--- src/common/rvAlu_consts.svh ---
`ifndef RVALU_CONSTS_SVH
`define RVALU_CONSTS_SVH

// datapath widths, fixed by RV32I
`define RVALU_XLEN   32
`define RVALU_NREGS  32
`define RVALU_RIDX_W 5       // register index width
`define RVALU_ADR_W  8       // wishbone byte address width
`define RVALU_SEL_W  4       // byte lanes, only whole words are used

// wishbone address map (byte addresses)
`define RVALU_ADDR_INSTR    8'h00  // write only, issues an instruction
`define RVALU_ADDR_STATUS   8'h04  // read only: bit 0 illegal, bit 1 busy
`define RVALU_ADDR_REG_BASE 8'h80  // xN at base + 4*N

// status word bit positions
`define RVALU_ST_ILLEGAL 0
`define RVALU_ST_BUSY    1

// opcodes handled by the engine
`define RVALU_OPC_OP    7'h33
`define RVALU_OPC_OPIMM 7'h13

`define RVALU_F7_ALT 7'h20   // SUB / SRA / SRAI

`endif

--- src/common/rvAluPkg.sv ---
`default_nettype none

`include "rvAlu_consts.svh"

package rvAluPkg;

  ////////////////////////////////////////////////////////////
  // alu operation, same encoding as funct3
  ////////////////////////////////////////////////////////////
  typedef enum logic [2:0] {
    aluAdd  = 3'b000,  // add, sub when funct7[5]
    aluSll  = 3'b001,
    aluSlt  = 3'b010,
    aluSltu = 3'b011,
    aluXor  = 3'b100,
    aluSrl  = 3'b101,  // srl, sra when funct7 != 0
    aluOr   = 3'b110,
    aluAnd  = 3'b111
  } aluOpE;

  ////////////////////////////////////////////////////////////
  // pipeline records
  ////////////////////////////////////////////////////////////

  // decode stage register
  typedef struct packed {
    logic                     valid;
    logic [`RVALU_XLEN-1:0]   opA;     // rs1 value
    logic [`RVALU_XLEN-1:0]   opB;     // rs2 value or sign-extended imm
    aluOpE                    op;
    logic [6:0]               funct7;  // zeroed for non-shift immediates
    logic [`RVALU_RIDX_W-1:0] rd;
  } aluReqS;

  // one register file write
  typedef struct packed {
    logic                     en;
    logic [`RVALU_RIDX_W-1:0] addr;
    logic [`RVALU_XLEN-1:0]   data;
  } regWrS;

  // instruction word handed over by the bus port
  typedef struct packed {
    logic                   valid;
    logic [`RVALU_XLEN-1:0] instr;
  } issueS;

  // register write coming straight from the bus
  typedef struct packed {
    logic                     en;
    logic [`RVALU_RIDX_W-1:0] addr;
    logic [`RVALU_XLEN-1:0]   data;
  } hostWrS;

endpackage

`default_nettype wire

--- src/alu/alu.sv ---
`default_nettype none

`include "rvAlu_consts.svh"

// RV32I integer ALU, purely combinational
module alu import rvAluPkg::*; (
  input  logic [`RVALU_XLEN-1:0] a,
  input  logic [`RVALU_XLEN-1:0] b,
  input  aluOpE                  aluOp,
  input  logic [6:0]             funct7,
  output logic [`RVALU_XLEN-1:0] out
);

  logic [4:0] shamt;  // only the low 5 bits of b shift

  assign shamt = b[4:0];

  always_comb begin
    out = '0;  // default, keeps the block latch free

    case (aluOp)
      aluAdd: begin
        if (funct7[5]) out = a - b;  // SUB
        else out = a + b;            // ADD / ADDI
      end

      aluSll: out = a << shamt;

      aluSlt: begin  // SLT / SLTI
        if ($signed(a) < $signed(b)) out = `RVALU_XLEN'd1;
        else out = '0;
      end

      aluSltu: begin  // SLTU / SLTIU
        if (a < b) out = `RVALU_XLEN'd1;
        else out = '0;
      end

      aluXor: out = a ^ b;

      aluSrl: begin
        // funct7 of zero means logical, anything else arithmetic
        if (funct7 == 7'b0000000) out = a >> shamt;
        else out = $signed(a) >>> shamt;
      end

      aluOr:  out = a | b;

      aluAnd: out = a & b;

      default: out = '0;
    endcase
  end

endmodule

`default_nettype wire

--- src/hw/regFile.sv ---
`default_nettype none

`include "rvAlu_consts.svh"

module regFile import rvAluPkg::*; (
  input  logic                     clk,
  input  logic                     rstN,
  input  logic [`RVALU_RIDX_W-1:0] rs1Addr,
  input  logic [`RVALU_RIDX_W-1:0] rs2Addr,
  output logic [`RVALU_XLEN-1:0]   rs1Data,
  output logic [`RVALU_XLEN-1:0]   rs2Data,
  input  logic [`RVALU_RIDX_W-1:0] hostRdAddr,
  output logic [`RVALU_XLEN-1:0]   hostRdData,
  input  regWrS                    wr
);

  // x1..x31 only, x0 has no storage
  logic [`RVALU_XLEN-1:0] regs [1:`RVALU_NREGS-1];

  // three combinational read ports, x0 reads as zero
  assign rs1Data    = (rs1Addr == '0) ? '0 : regs[rs1Addr];
  assign rs2Data    = (rs2Addr == '0) ? '0 : regs[rs2Addr];
  assign hostRdData = (hostRdAddr == '0) ? '0 : regs[hostRdAddr];

  always_ff @(posedge clk or negedge rstN) begin
    if (!rstN) begin
      for (int i = 1; i < `RVALU_NREGS; i++) begin
        regs[i] <= '0;  // every register starts at zero
      end
    end else if (wr.en && (wr.addr != '0)) begin  // writes to x0 vanish
      regs[wr.addr] <= wr.data;
    end
  end

endmodule

`default_nettype wire

--- src/hw/wbHostPort.sv ---
`default_nettype none

`include "rvAlu_consts.svh"

// wishbone classic slave in front of the engine
module wbHostPort import rvAluPkg::*; (
  input  logic                     clk,
  input  logic                     rstN,
  // wishbone side
  input  logic                     cyc,
  input  logic                     stb,
  input  logic                     we,
  input  logic [`RVALU_ADR_W-1:0]  adr,
  input  logic [`RVALU_XLEN-1:0]   datW,
  input  logic [`RVALU_SEL_W-1:0]  sel,   // whole words only, lanes not decoded
  output logic                     ack,
  output logic [`RVALU_XLEN-1:0]   datR,
  // pipe side
  input  logic                     busy,
  input  logic                     illegal,
  output issueS                    issue,
  output hostWrS                   hostWr,
  output logic                     clrIllegal,
  // register file host read port
  output logic [`RVALU_RIDX_W-1:0] hostRdAddr,
  input  logic [`RVALU_XLEN-1:0]   hostRdData
);

  logic [`RVALU_ADR_W-1:0] wordAdr;    // byte address with lane bits dropped
  logic                    hitInstr;
  logic                    hitStatus;
  logic                    hitReg;
  logic                    statusRd;   // status read, never held off
  logic                    holdOff;
  logic                    ackNext;
  logic [`RVALU_XLEN-1:0]  statusWord;

  ////////////////////////////////////////////////////////////
  // address decode
  ////////////////////////////////////////////////////////////
  assign wordAdr   = {adr[`RVALU_ADR_W-1:2], 2'b00};
  assign hitInstr  = wordAdr == `RVALU_ADDR_INSTR;
  assign hitStatus = wordAdr == `RVALU_ADDR_STATUS;
  assign hitReg    = wordAdr >= `RVALU_ADDR_REG_BASE;  // upper half of the map

  // register index sits right above the lane bits
  assign hostRdAddr = adr[`RVALU_RIDX_W+1:2];

  always_comb begin
    statusWord = '0;
    statusWord[`RVALU_ST_ILLEGAL] = illegal;
    statusWord[`RVALU_ST_BUSY]    = busy;
  end

  ////////////////////////////////////////////////////////////
  // handshake
  ////////////////////////////////////////////////////////////
  assign statusRd = hitStatus && !we;
  assign holdOff  = busy && !statusRd;           // wait for the pipe to drain
  assign ackNext  = cyc && stb && !ack && !holdOff;  // one ack per request

  always_ff @(posedge clk or negedge rstN) begin
    if (!rstN) begin
      ack        <= 1'b0;
      datR       <= '0;
      issue      <= '0;
      hostWr     <= '0;
      clrIllegal <= 1'b0;
    end else begin
      ack <= ackNext;

      // side effects line up with the ack cycle
      issue.valid <= ackNext && we && hitInstr;
      issue.instr <= datW;
      hostWr.en   <= ackNext && we && hitReg;
      hostWr.addr <= hostRdAddr;
      hostWr.data <= datW;
      clrIllegal  <= ackNext && statusRd;   // reading status clears the flag

      if (ackNext && !we) begin
        if (hitStatus) datR <= statusWord;
        else if (hitReg) datR <= hostRdData;
        else datR <= '0;                    // unmapped reads return zero
      end
    end
  end

endmodule

`default_nettype wire

--- src/hw/execPipe.sv ---
`default_nettype none

`include "rvAlu_consts.svh"

// decode -> alu -> writeback, one instruction at a time
module execPipe import rvAluPkg::*; (
  input  logic                     clk,
  input  logic                     rstN,
  input  issueS                    issue,
  input  hostWrS                   hostWr,
  input  logic                     clrIllegal,
  output logic                     busy,
  output logic                     illegal,
  output logic [`RVALU_RIDX_W-1:0] rs1Addr,
  output logic [`RVALU_RIDX_W-1:0] rs2Addr,
  input  logic [`RVALU_XLEN-1:0]   rs1Data,
  input  logic [`RVALU_XLEN-1:0]   rs2Data,
  output regWrS                    wr
);

  // instruction fields
  logic [6:0]               opcode;
  logic [6:0]               funct7;
  aluOpE                    op;       // funct3 taken as alu op
  logic [`RVALU_RIDX_W-1:0] rd;
  logic [`RVALU_XLEN-1:0]   immI;
  logic                     isOp;
  logic                     isOpImm;
  logic                     f7Ok;
  logic                     legal;

  logic [`RVALU_XLEN-1:0]   rs1Val;   // after bypass
  logic [`RVALU_XLEN-1:0]   rs2Val;
  aluReqS                   reqNext;
  aluReqS                   aluReq;   // decode stage register
  logic [`RVALU_XLEN-1:0]   aluOut;
  regWrS                    wbQ;      // writeback stage register

  ////////////////////////////////////////////////////////////
  // decode
  ////////////////////////////////////////////////////////////
  assign opcode  = issue.instr[6:0];
  assign rd      = issue.instr[11:7];
  assign op      = aluOpE'(issue.instr[14:12]);
  assign rs1Addr = issue.instr[19:15];
  assign rs2Addr = issue.instr[24:20];
  assign funct7  = issue.instr[31:25];
  assign immI    = {{(`RVALU_XLEN-12){issue.instr[31]}}, issue.instr[31:20]};

  assign isOp    = opcode == `RVALU_OPC_OP;
  assign isOpImm = opcode == `RVALU_OPC_OPIMM;

  always_comb begin
    f7Ok = 1'b1;  // plain immediates carry no funct7
    if (isOp) begin
      // only ADD/SUB and SRL/SRA have an alternate form
      f7Ok = (funct7 == 7'd0) ||
             ((funct7 == `RVALU_F7_ALT) && ((op == aluAdd) || (op == aluSrl)));
    end else if (op == aluSll) begin
      f7Ok = funct7 == 7'd0;                               // SLLI
    end else if (op == aluSrl) begin
      f7Ok = (funct7 == 7'd0) || (funct7 == `RVALU_F7_ALT);  // SRLI / SRAI
    end
  end

  assign legal = (isOp || isOpImm) && f7Ok;

  // bypass from the pending writeback, normally idle since busy holds the bus
  assign rs1Val = (wbQ.en && (wbQ.addr == rs1Addr) && (rs1Addr != '0)) ? wbQ.data : rs1Data;
  assign rs2Val = (wbQ.en && (wbQ.addr == rs2Addr) && (rs2Addr != '0)) ? wbQ.data : rs2Data;

  always_comb begin
    reqNext.valid = issue.valid && legal;
    reqNext.opA   = rs1Val;
    reqNext.opB   = isOp ? rs2Val : immI;   // shamt lands in opB[4:0]
    reqNext.op    = op;
    reqNext.rd    = rd;
    // imm high bits must not look like a subtract, keep funct7 for shifts only
    if (isOp || (op == aluSll) || (op == aluSrl)) reqNext.funct7 = funct7;
    else reqNext.funct7 = 7'd0;
  end

  always_ff @(posedge clk or negedge rstN) begin
    if (!rstN) aluReq <= '0;
    else aluReq <= reqNext;   // edge 1
  end

  ////////////////////////////////////////////////////////////
  // execute
  ////////////////////////////////////////////////////////////
  alu alu_inst (
    .a      (aluReq.opA),
    .b      (aluReq.opB),
    .aluOp  (aluReq.op),
    .funct7 (aluReq.funct7),
    .out    (aluOut)
  );

  ////////////////////////////////////////////////////////////
  // writeback and sticky flag
  ////////////////////////////////////////////////////////////
  always_ff @(posedge clk or negedge rstN) begin
    if (!rstN) begin
      wbQ     <= '0;
      illegal <= 1'b0;
    end else begin
      wbQ.en   <= aluReq.valid;           // edge 2
      wbQ.addr <= aluReq.rd;
      wbQ.data <= aluOut;
      // a new illegal word wins over a clear in the same cycle
      if (issue.valid && !legal) illegal <= 1'b1;
      else if (clrIllegal) illegal <= 1'b0;
    end
  end

  // high until the register file has taken the result at edge 3
  assign busy = aluReq.valid || wbQ.en;

  // bus writes and pipe results never overlap, busy keeps them apart
  always_comb begin
    if (hostWr.en) begin
      wr.en   = 1'b1;
      wr.addr = hostWr.addr;
      wr.data = hostWr.data;
    end else begin
      wr.en   = wbQ.en && (wbQ.addr != '0);  // rd of x0 writes nothing
      wr.addr = wbQ.addr;
      wr.data = wbQ.data;
    end
  end

endmodule

`default_nettype wire

--- src/hw/rvAluTop.sv ---
`default_nettype none

`include "rvAlu_consts.svh"

module rvAluTop import rvAluPkg::*; (
  input  logic                    clk,
  input  logic                    rstN,
  input  logic                    cyc,
  input  logic                    stb,
  input  logic                    we,
  input  logic [`RVALU_ADR_W-1:0] adr,
  input  logic [`RVALU_XLEN-1:0]  datW,
  input  logic [`RVALU_SEL_W-1:0] sel,
  output logic                    ack,
  output logic [`RVALU_XLEN-1:0]  datR
);

  issueS                    issue;
  hostWrS                   hostWr;
  regWrS                    wr;
  logic                     busy;
  logic                     illegal;
  logic                     clrIllegal;
  logic [`RVALU_RIDX_W-1:0] rs1Addr;
  logic [`RVALU_RIDX_W-1:0] rs2Addr;
  logic [`RVALU_RIDX_W-1:0] hostRdAddr;
  logic [`RVALU_XLEN-1:0]   rs1Data;
  logic [`RVALU_XLEN-1:0]   rs2Data;
  logic [`RVALU_XLEN-1:0]   hostRdData;

  // bus front end
  wbHostPort wbHostPort_inst (
    .clk        (clk),
    .rstN       (rstN),
    .cyc        (cyc),
    .stb        (stb),
    .we         (we),
    .adr        (adr),
    .datW       (datW),
    .sel        (sel),
    .ack        (ack),
    .datR       (datR),
    .busy       (busy),
    .illegal    (illegal),
    .issue      (issue),
    .hostWr     (hostWr),
    .clrIllegal (clrIllegal),
    .hostRdAddr (hostRdAddr),
    .hostRdData (hostRdData)
  );

  // decode / execute / writeback
  execPipe execPipe_inst (
    .clk        (clk),
    .rstN       (rstN),
    .issue      (issue),
    .hostWr     (hostWr),
    .clrIllegal (clrIllegal),
    .busy       (busy),
    .illegal    (illegal),
    .rs1Addr    (rs1Addr),
    .rs2Addr    (rs2Addr),
    .rs1Data    (rs1Data),
    .rs2Data    (rs2Data),
    .wr         (wr)
  );

  regFile regFile_inst (
    .clk        (clk),
    .rstN       (rstN),
    .rs1Addr    (rs1Addr),
    .rs2Addr    (rs2Addr),
    .rs1Data    (rs1Data),
    .rs2Data    (rs2Data),
    .hostRdAddr (hostRdAddr),
    .hostRdData (hostRdData),
    .wr         (wr)
  );

endmodule

`default_nettype wire

--- config.mk ---
export PLATFORM = sky130hd
export DESIGN_NAME = rvAluTop
export DESIGN_NICKNAME = d
export VERILOG_FILES = /design/src/common/rvAluPkg.sv /design/src/alu/alu.sv /design/src/hw/regFile.sv /design/src/hw/wbHostPort.sv /design/src/hw/execPipe.sv /design/src/hw/rvAluTop.sv
export VERILOG_INCLUDE_DIRS = /design/src /design/src/common
export SDC_FILE = /design/constraint.sdc
export NUM_CORES = 2
export LEC_CHECK = 0
export BUFFER_PORTS_ARGS = -buffer_cell sky130_fd_sc_hd__buf_4
export CAP_MARGIN = 20
export CORE_MARGIN = 2
export CORE_UTILIZATION = 50
export DETAILED_ROUTE_END_ITERATION = 10
export PLACE_DENSITY_LB_ADDON = 0.2
export SLEW_MARGIN = 10
export SYNTH_ARGS = -nofsm -noshare
export SYNTH_HDL_FRONTEND = slang
export SYNTH_SLANG_ARGS = --single-unit
--- constraint.sdc ---
create_clock -name clk -period 4.7 [get_ports clk]
set_input_delay 0.94 -clock clk [delete_from_list [all_inputs] [get_ports clk]]
set_output_delay 0.94 -clock clk [all_outputs]
set_load 0.05 [all_outputs]
==> results.md <==
* Worst R2R Setup Slack at between 900 and 1000 ps
* Syn-to-layout area delta at 9.63%
* Routed WL at between 200000 and 300000 µm
* PnR worst setup slack at approximately 930 ps
* FF-to-FF End: execPipe_inst.wbQ[28]
* Final Hold Vio Count at 0
* Iteration-0 DRC Markers at roughly 7500
* Vias at between 50000 and 60000
* Row Count at about 140
* Clk slew on worst S/H paths at roughly 60 ps
* Net Count, Synth at slightly below 7000
* Initial antenna violation count at 12
* Synth warn at 0
* Fin crit period at 3770 ps
* Die area at 151000 µm²
* Core ar. at approximately 150000 µm²
* Critical path depth at 12
* P_leak at approximately 0.034 µW
* Clock sinks at between 1000 and 1500
* DR DRC count at 0
* Slew Viols, Final at 0
* RSZ-0062 raised after global routing: no
* CP max FO at 5
* Critical path launch point type: flop
* CP max-delay cell: dfrtp_1
* Die height at 389 µm
* Clock power frac at roughly 40%
* Crit. Startpoint: execPipe_inst.aluReq[47]
* Initial Util at approximately half
* Nets at about 6500
* Max incr delay on CP at about 550 ps
* Max_cap viols at 0
* Post-synth top flop: dfrtp_1
* #FFs+latches synth at 1184
* Register-to-Register Path Depth at 12
* Pre-CTS setup slack at 919 ps
* Root buffer cell: clkbuf_16
* Worst skew pair latency at between 700 and 800 ps
* Met2 Use GR at roughly 52%
* Status: completed
* Slew at the pin with the worst max-slew slack at about 1100 ps
* Syn Area/Cell at between 10 and 15 µm²
* Number of global-route vias before repair at 55700
* Crit path to: execPipe_inst.wbQ[28]
* Die W at between 300 and 400 µm
* DR vias/cell at around 7
* Largest net degree at the start of global routing at around 140
* Clock Tree Buf Depth at 3
* Met3 Usage GRT at under 10%
* CP Data Arrival Time at between 4000 and 5000 ps
* Seq/Total Area, Yosys at about two fifths
* Hold Path Class: primary input to asynchronous set/reset pin
* F_max at 0.265 GHz
* Routed wire length per instance at 30.7 µm
* Share of cells above drive strength 1 at 25.5%
* Most frequent cells in the layout: 1169 x dfrtp_1, 906 x mux4_2, 813 x nor2_1
* CTS tree: done
* Total GRT Usage at around a third
* Clock skew at between 20 and 30 ps
* Total CTS buffers at 133
* Most common cell after layout, fill and taps aside: dfrtp_1
* Post-CTS sizing at 0
* Cell Int Power at between 15000 and 20000 µW
* Async S/R FF share, synth at 100%
* Mapped cell area at 74000 µm²
* Slew HR at 24.4%
* Setup_tns at 0 ps
* Hold_buf cts at 0
* Tcrit/Tclk final at 80.2%
* Cell Chain, Critical Path: inv_1 -> ha_1 -> fa_1 -> nor2_1 -> o311ai_1 -> a221oi_2 -> a2111oi_2 -> o21ai_2 -> a41o_1 -> nor4_1 -> mux2_1 -> a211o_1
* Final setup vio count at 0
* Detail Placement HPWL at 160000 µm
* Sw Pwr at between 7000 and 8000 µW
* Cell variety after synth at 89
* WP buf/inv at 1
* Crit Path Category: flop to flop
* Post-layout power at about 26000 µW
* I/O pins at 82
* H-tree lvl count at 4
* GPL Wtd Cong at around 1
* Worst VDD drop at 349 µV
* GR Overflow Total at 0
* Seq pwr share at approximately 43%
* Power Dens Cells at ~320 nW/µm²
* Endpoint type of the worst setup path: flop
* Global-route wire length before repair at 378000 µm
* Worst path required time at about 5300 ps
* TritonRoute pass-1 iters at 8
* Post-CTS setup repair buffer count at 0
* CP delay by family, top: compound AO/OA/AOI/OAI gates
* Busiest layer in global routing: met2
* Gate Count Post-Synth at between 6000 and 7000
* Part of the power in combinational logic at between 15 and 20%
* Switching fraction of total power at 28.4%
* Met1 Resource Use GR at between 40% and 50%
* EDFF count, synth at 0
* Reg-to-reg startpoint: execPipe_inst.aluReq[47]
* IO buf count at 75
* Number of routed nets with antenna violations at 0
==> how the worst min path moves through the flow <==
stage	startpoint	slack, ps	to
after floorplan	execPipe_inst.aluReq[0]	330	execPipe_inst.wbQ[32]
after global placement	execPipe_inst.aluReq[2]	330	execPipe_inst.wbQ[34]
after global routing	rstN	170	regFile_inst.regs[55]
after CTS	rstN	150	regFile_inst.regs[55]
final	rstN	120	regFile_inst.regs[55]
after detailed placement	execPipe_inst.aluReq[2]	340	execPipe_inst.wbQ[34]
==> registers in the layout (all words and copies together), names as in the netlist <==
register,count
wbHostPort_inst.clrIllegal,1
execPipe_inst.aluReq,80
wbHostPort_inst.hostWr,6
wbHostPort_inst.ack,1
regFile_inst.regs,992
execPipe_inst.wbQ,38
wbHostPort_inst.datR,32
execPipe_inst.illegal,1
wbHostPort_inst.issue,33
==> power groups by stage <==
stage / registers [µW] / logic [µW] / clock network [µW]
2_1_floorplan: 11300 / 2860 / 0
3_3_place_gp: 11500 / 4140 / 0
3_5_place_dp: 11600 / 4190 / 0
4_1_cts: 11400 / 4200 / 10700
5_1_grt: 11500 / 4530 / 11100
6_report: 11400 / 4250 / 10600
==> synth_stat cells, types with 14 or more instances <==
| cell type | n | share of area (%) |
|---|---|---|
| a211o_1 | 16 | 0.19 |
| a211oi_1 | 15 | 0.15 |
| a21o_1 | 17 | 0.17 |
| a21oi_1 | 721 | 4.9 |
| a221oi_1 | 17 | 0.20 |
| a221oi_2 | 31 | 0.63 |
| a22o_1 | 97 | 1.1 |
| a22oi_1 | 18 | 0.18 |
| buf_1 | 52 | 0.26 |
| buf_2 | 173 | 1.2 |
| buf_4 | 14 | 0.14 |
| clkbuf_1 | 414 | 2.1 |
| dfrtp_1 | 1184 | 40 |
| ha_1 | 97 | 1.6 |
| inv_1 | 116 | 0.59 |
| mux2_2 | 103 | 1.6 |
| mux2i_1 | 154 | 2.1 |
| mux4_2 | 906 | 28 |
| nand2_1 | 666 | 3.4 |
| nand2b_1 | 18 | 0.15 |
| nand3_1 | 21 | 0.14 |
| nor2_1 | 817 | 4.1 |
| nor2_2 | 17 | 0.14 |
| nor2b_1 | 23 | 0.19 |
| nor3_1 | 22 | 0.15 |
| o211ai_1 | 28 | 0.28 |
| o21ai_0 | 546 | 3.7 |
| o21ai_1 | 39 | 0.26 |
| or3_1 | 14 | 0.12 |
| xnor2_1 | 24 | 0.28 |
==> logic make-up after synthesis <==
family                     Yosys count  synth area share, %
xor gates and xnor gates            33                0.391
adders and majority gates           99                 1.69
buffers and inverters              783                 4.42
DFF                               1184                 40.0
and+or+nand+nor                   1656                 8.99
muxes                             1164                 31.2
AOI/OAI and AO/OA                 1664                 13.2
==> metrics by stage <==
step | cell area (µm²) | cells | hold slack (ps) | utilization, %
3_3_place_gp | 76700 | 8118 | 334 | 52.0
3_5_place_dp | 76700 | 8118 | 341 | 52.0
4_1_cts | 81100 | 8353 | 154 | 55.0
2_1_floorplan | 74000 | 6583 | 331 | -
6_report | 81100 | 8356 | 125 | 55.1
5_1_grt | 81100 | 8355 | 165 | 55.1
==> layout make-up <==
class | instances | area [µm²]
fillers | 12300 | 66200
inverters | 121 | 459
multi-input cells | 4616 | 41500
well taps | 1930 | 2410
clock buffers | 191 | 3860
flip-flops and latches | 1184 | 29700
diodes | 1 | 2.50
repair buffers | 269 | 2720
clock inverters | 44 | 547
==> worst reg2reg max path, stage by stage, from the launching register on <==
cell and delay, ps:
dfrtp_1 550, inv_1 130, ha_1 250, fa_1 390, nor2_1 150, o311ai_1 150, a221oi_2 470, a2111oi_2 220
o21ai_2 430, a41o_1 270, nor4_1 50, mux2_1 290, a211o_1 290
==> routing by layer <==
metal,routed length [µm],share of wire (%)
met5,69,0.027
met3,28700,11
met4,12500,4.9
met1,96800,38
met2,118000,46
(Power assumes the default switching activity.)
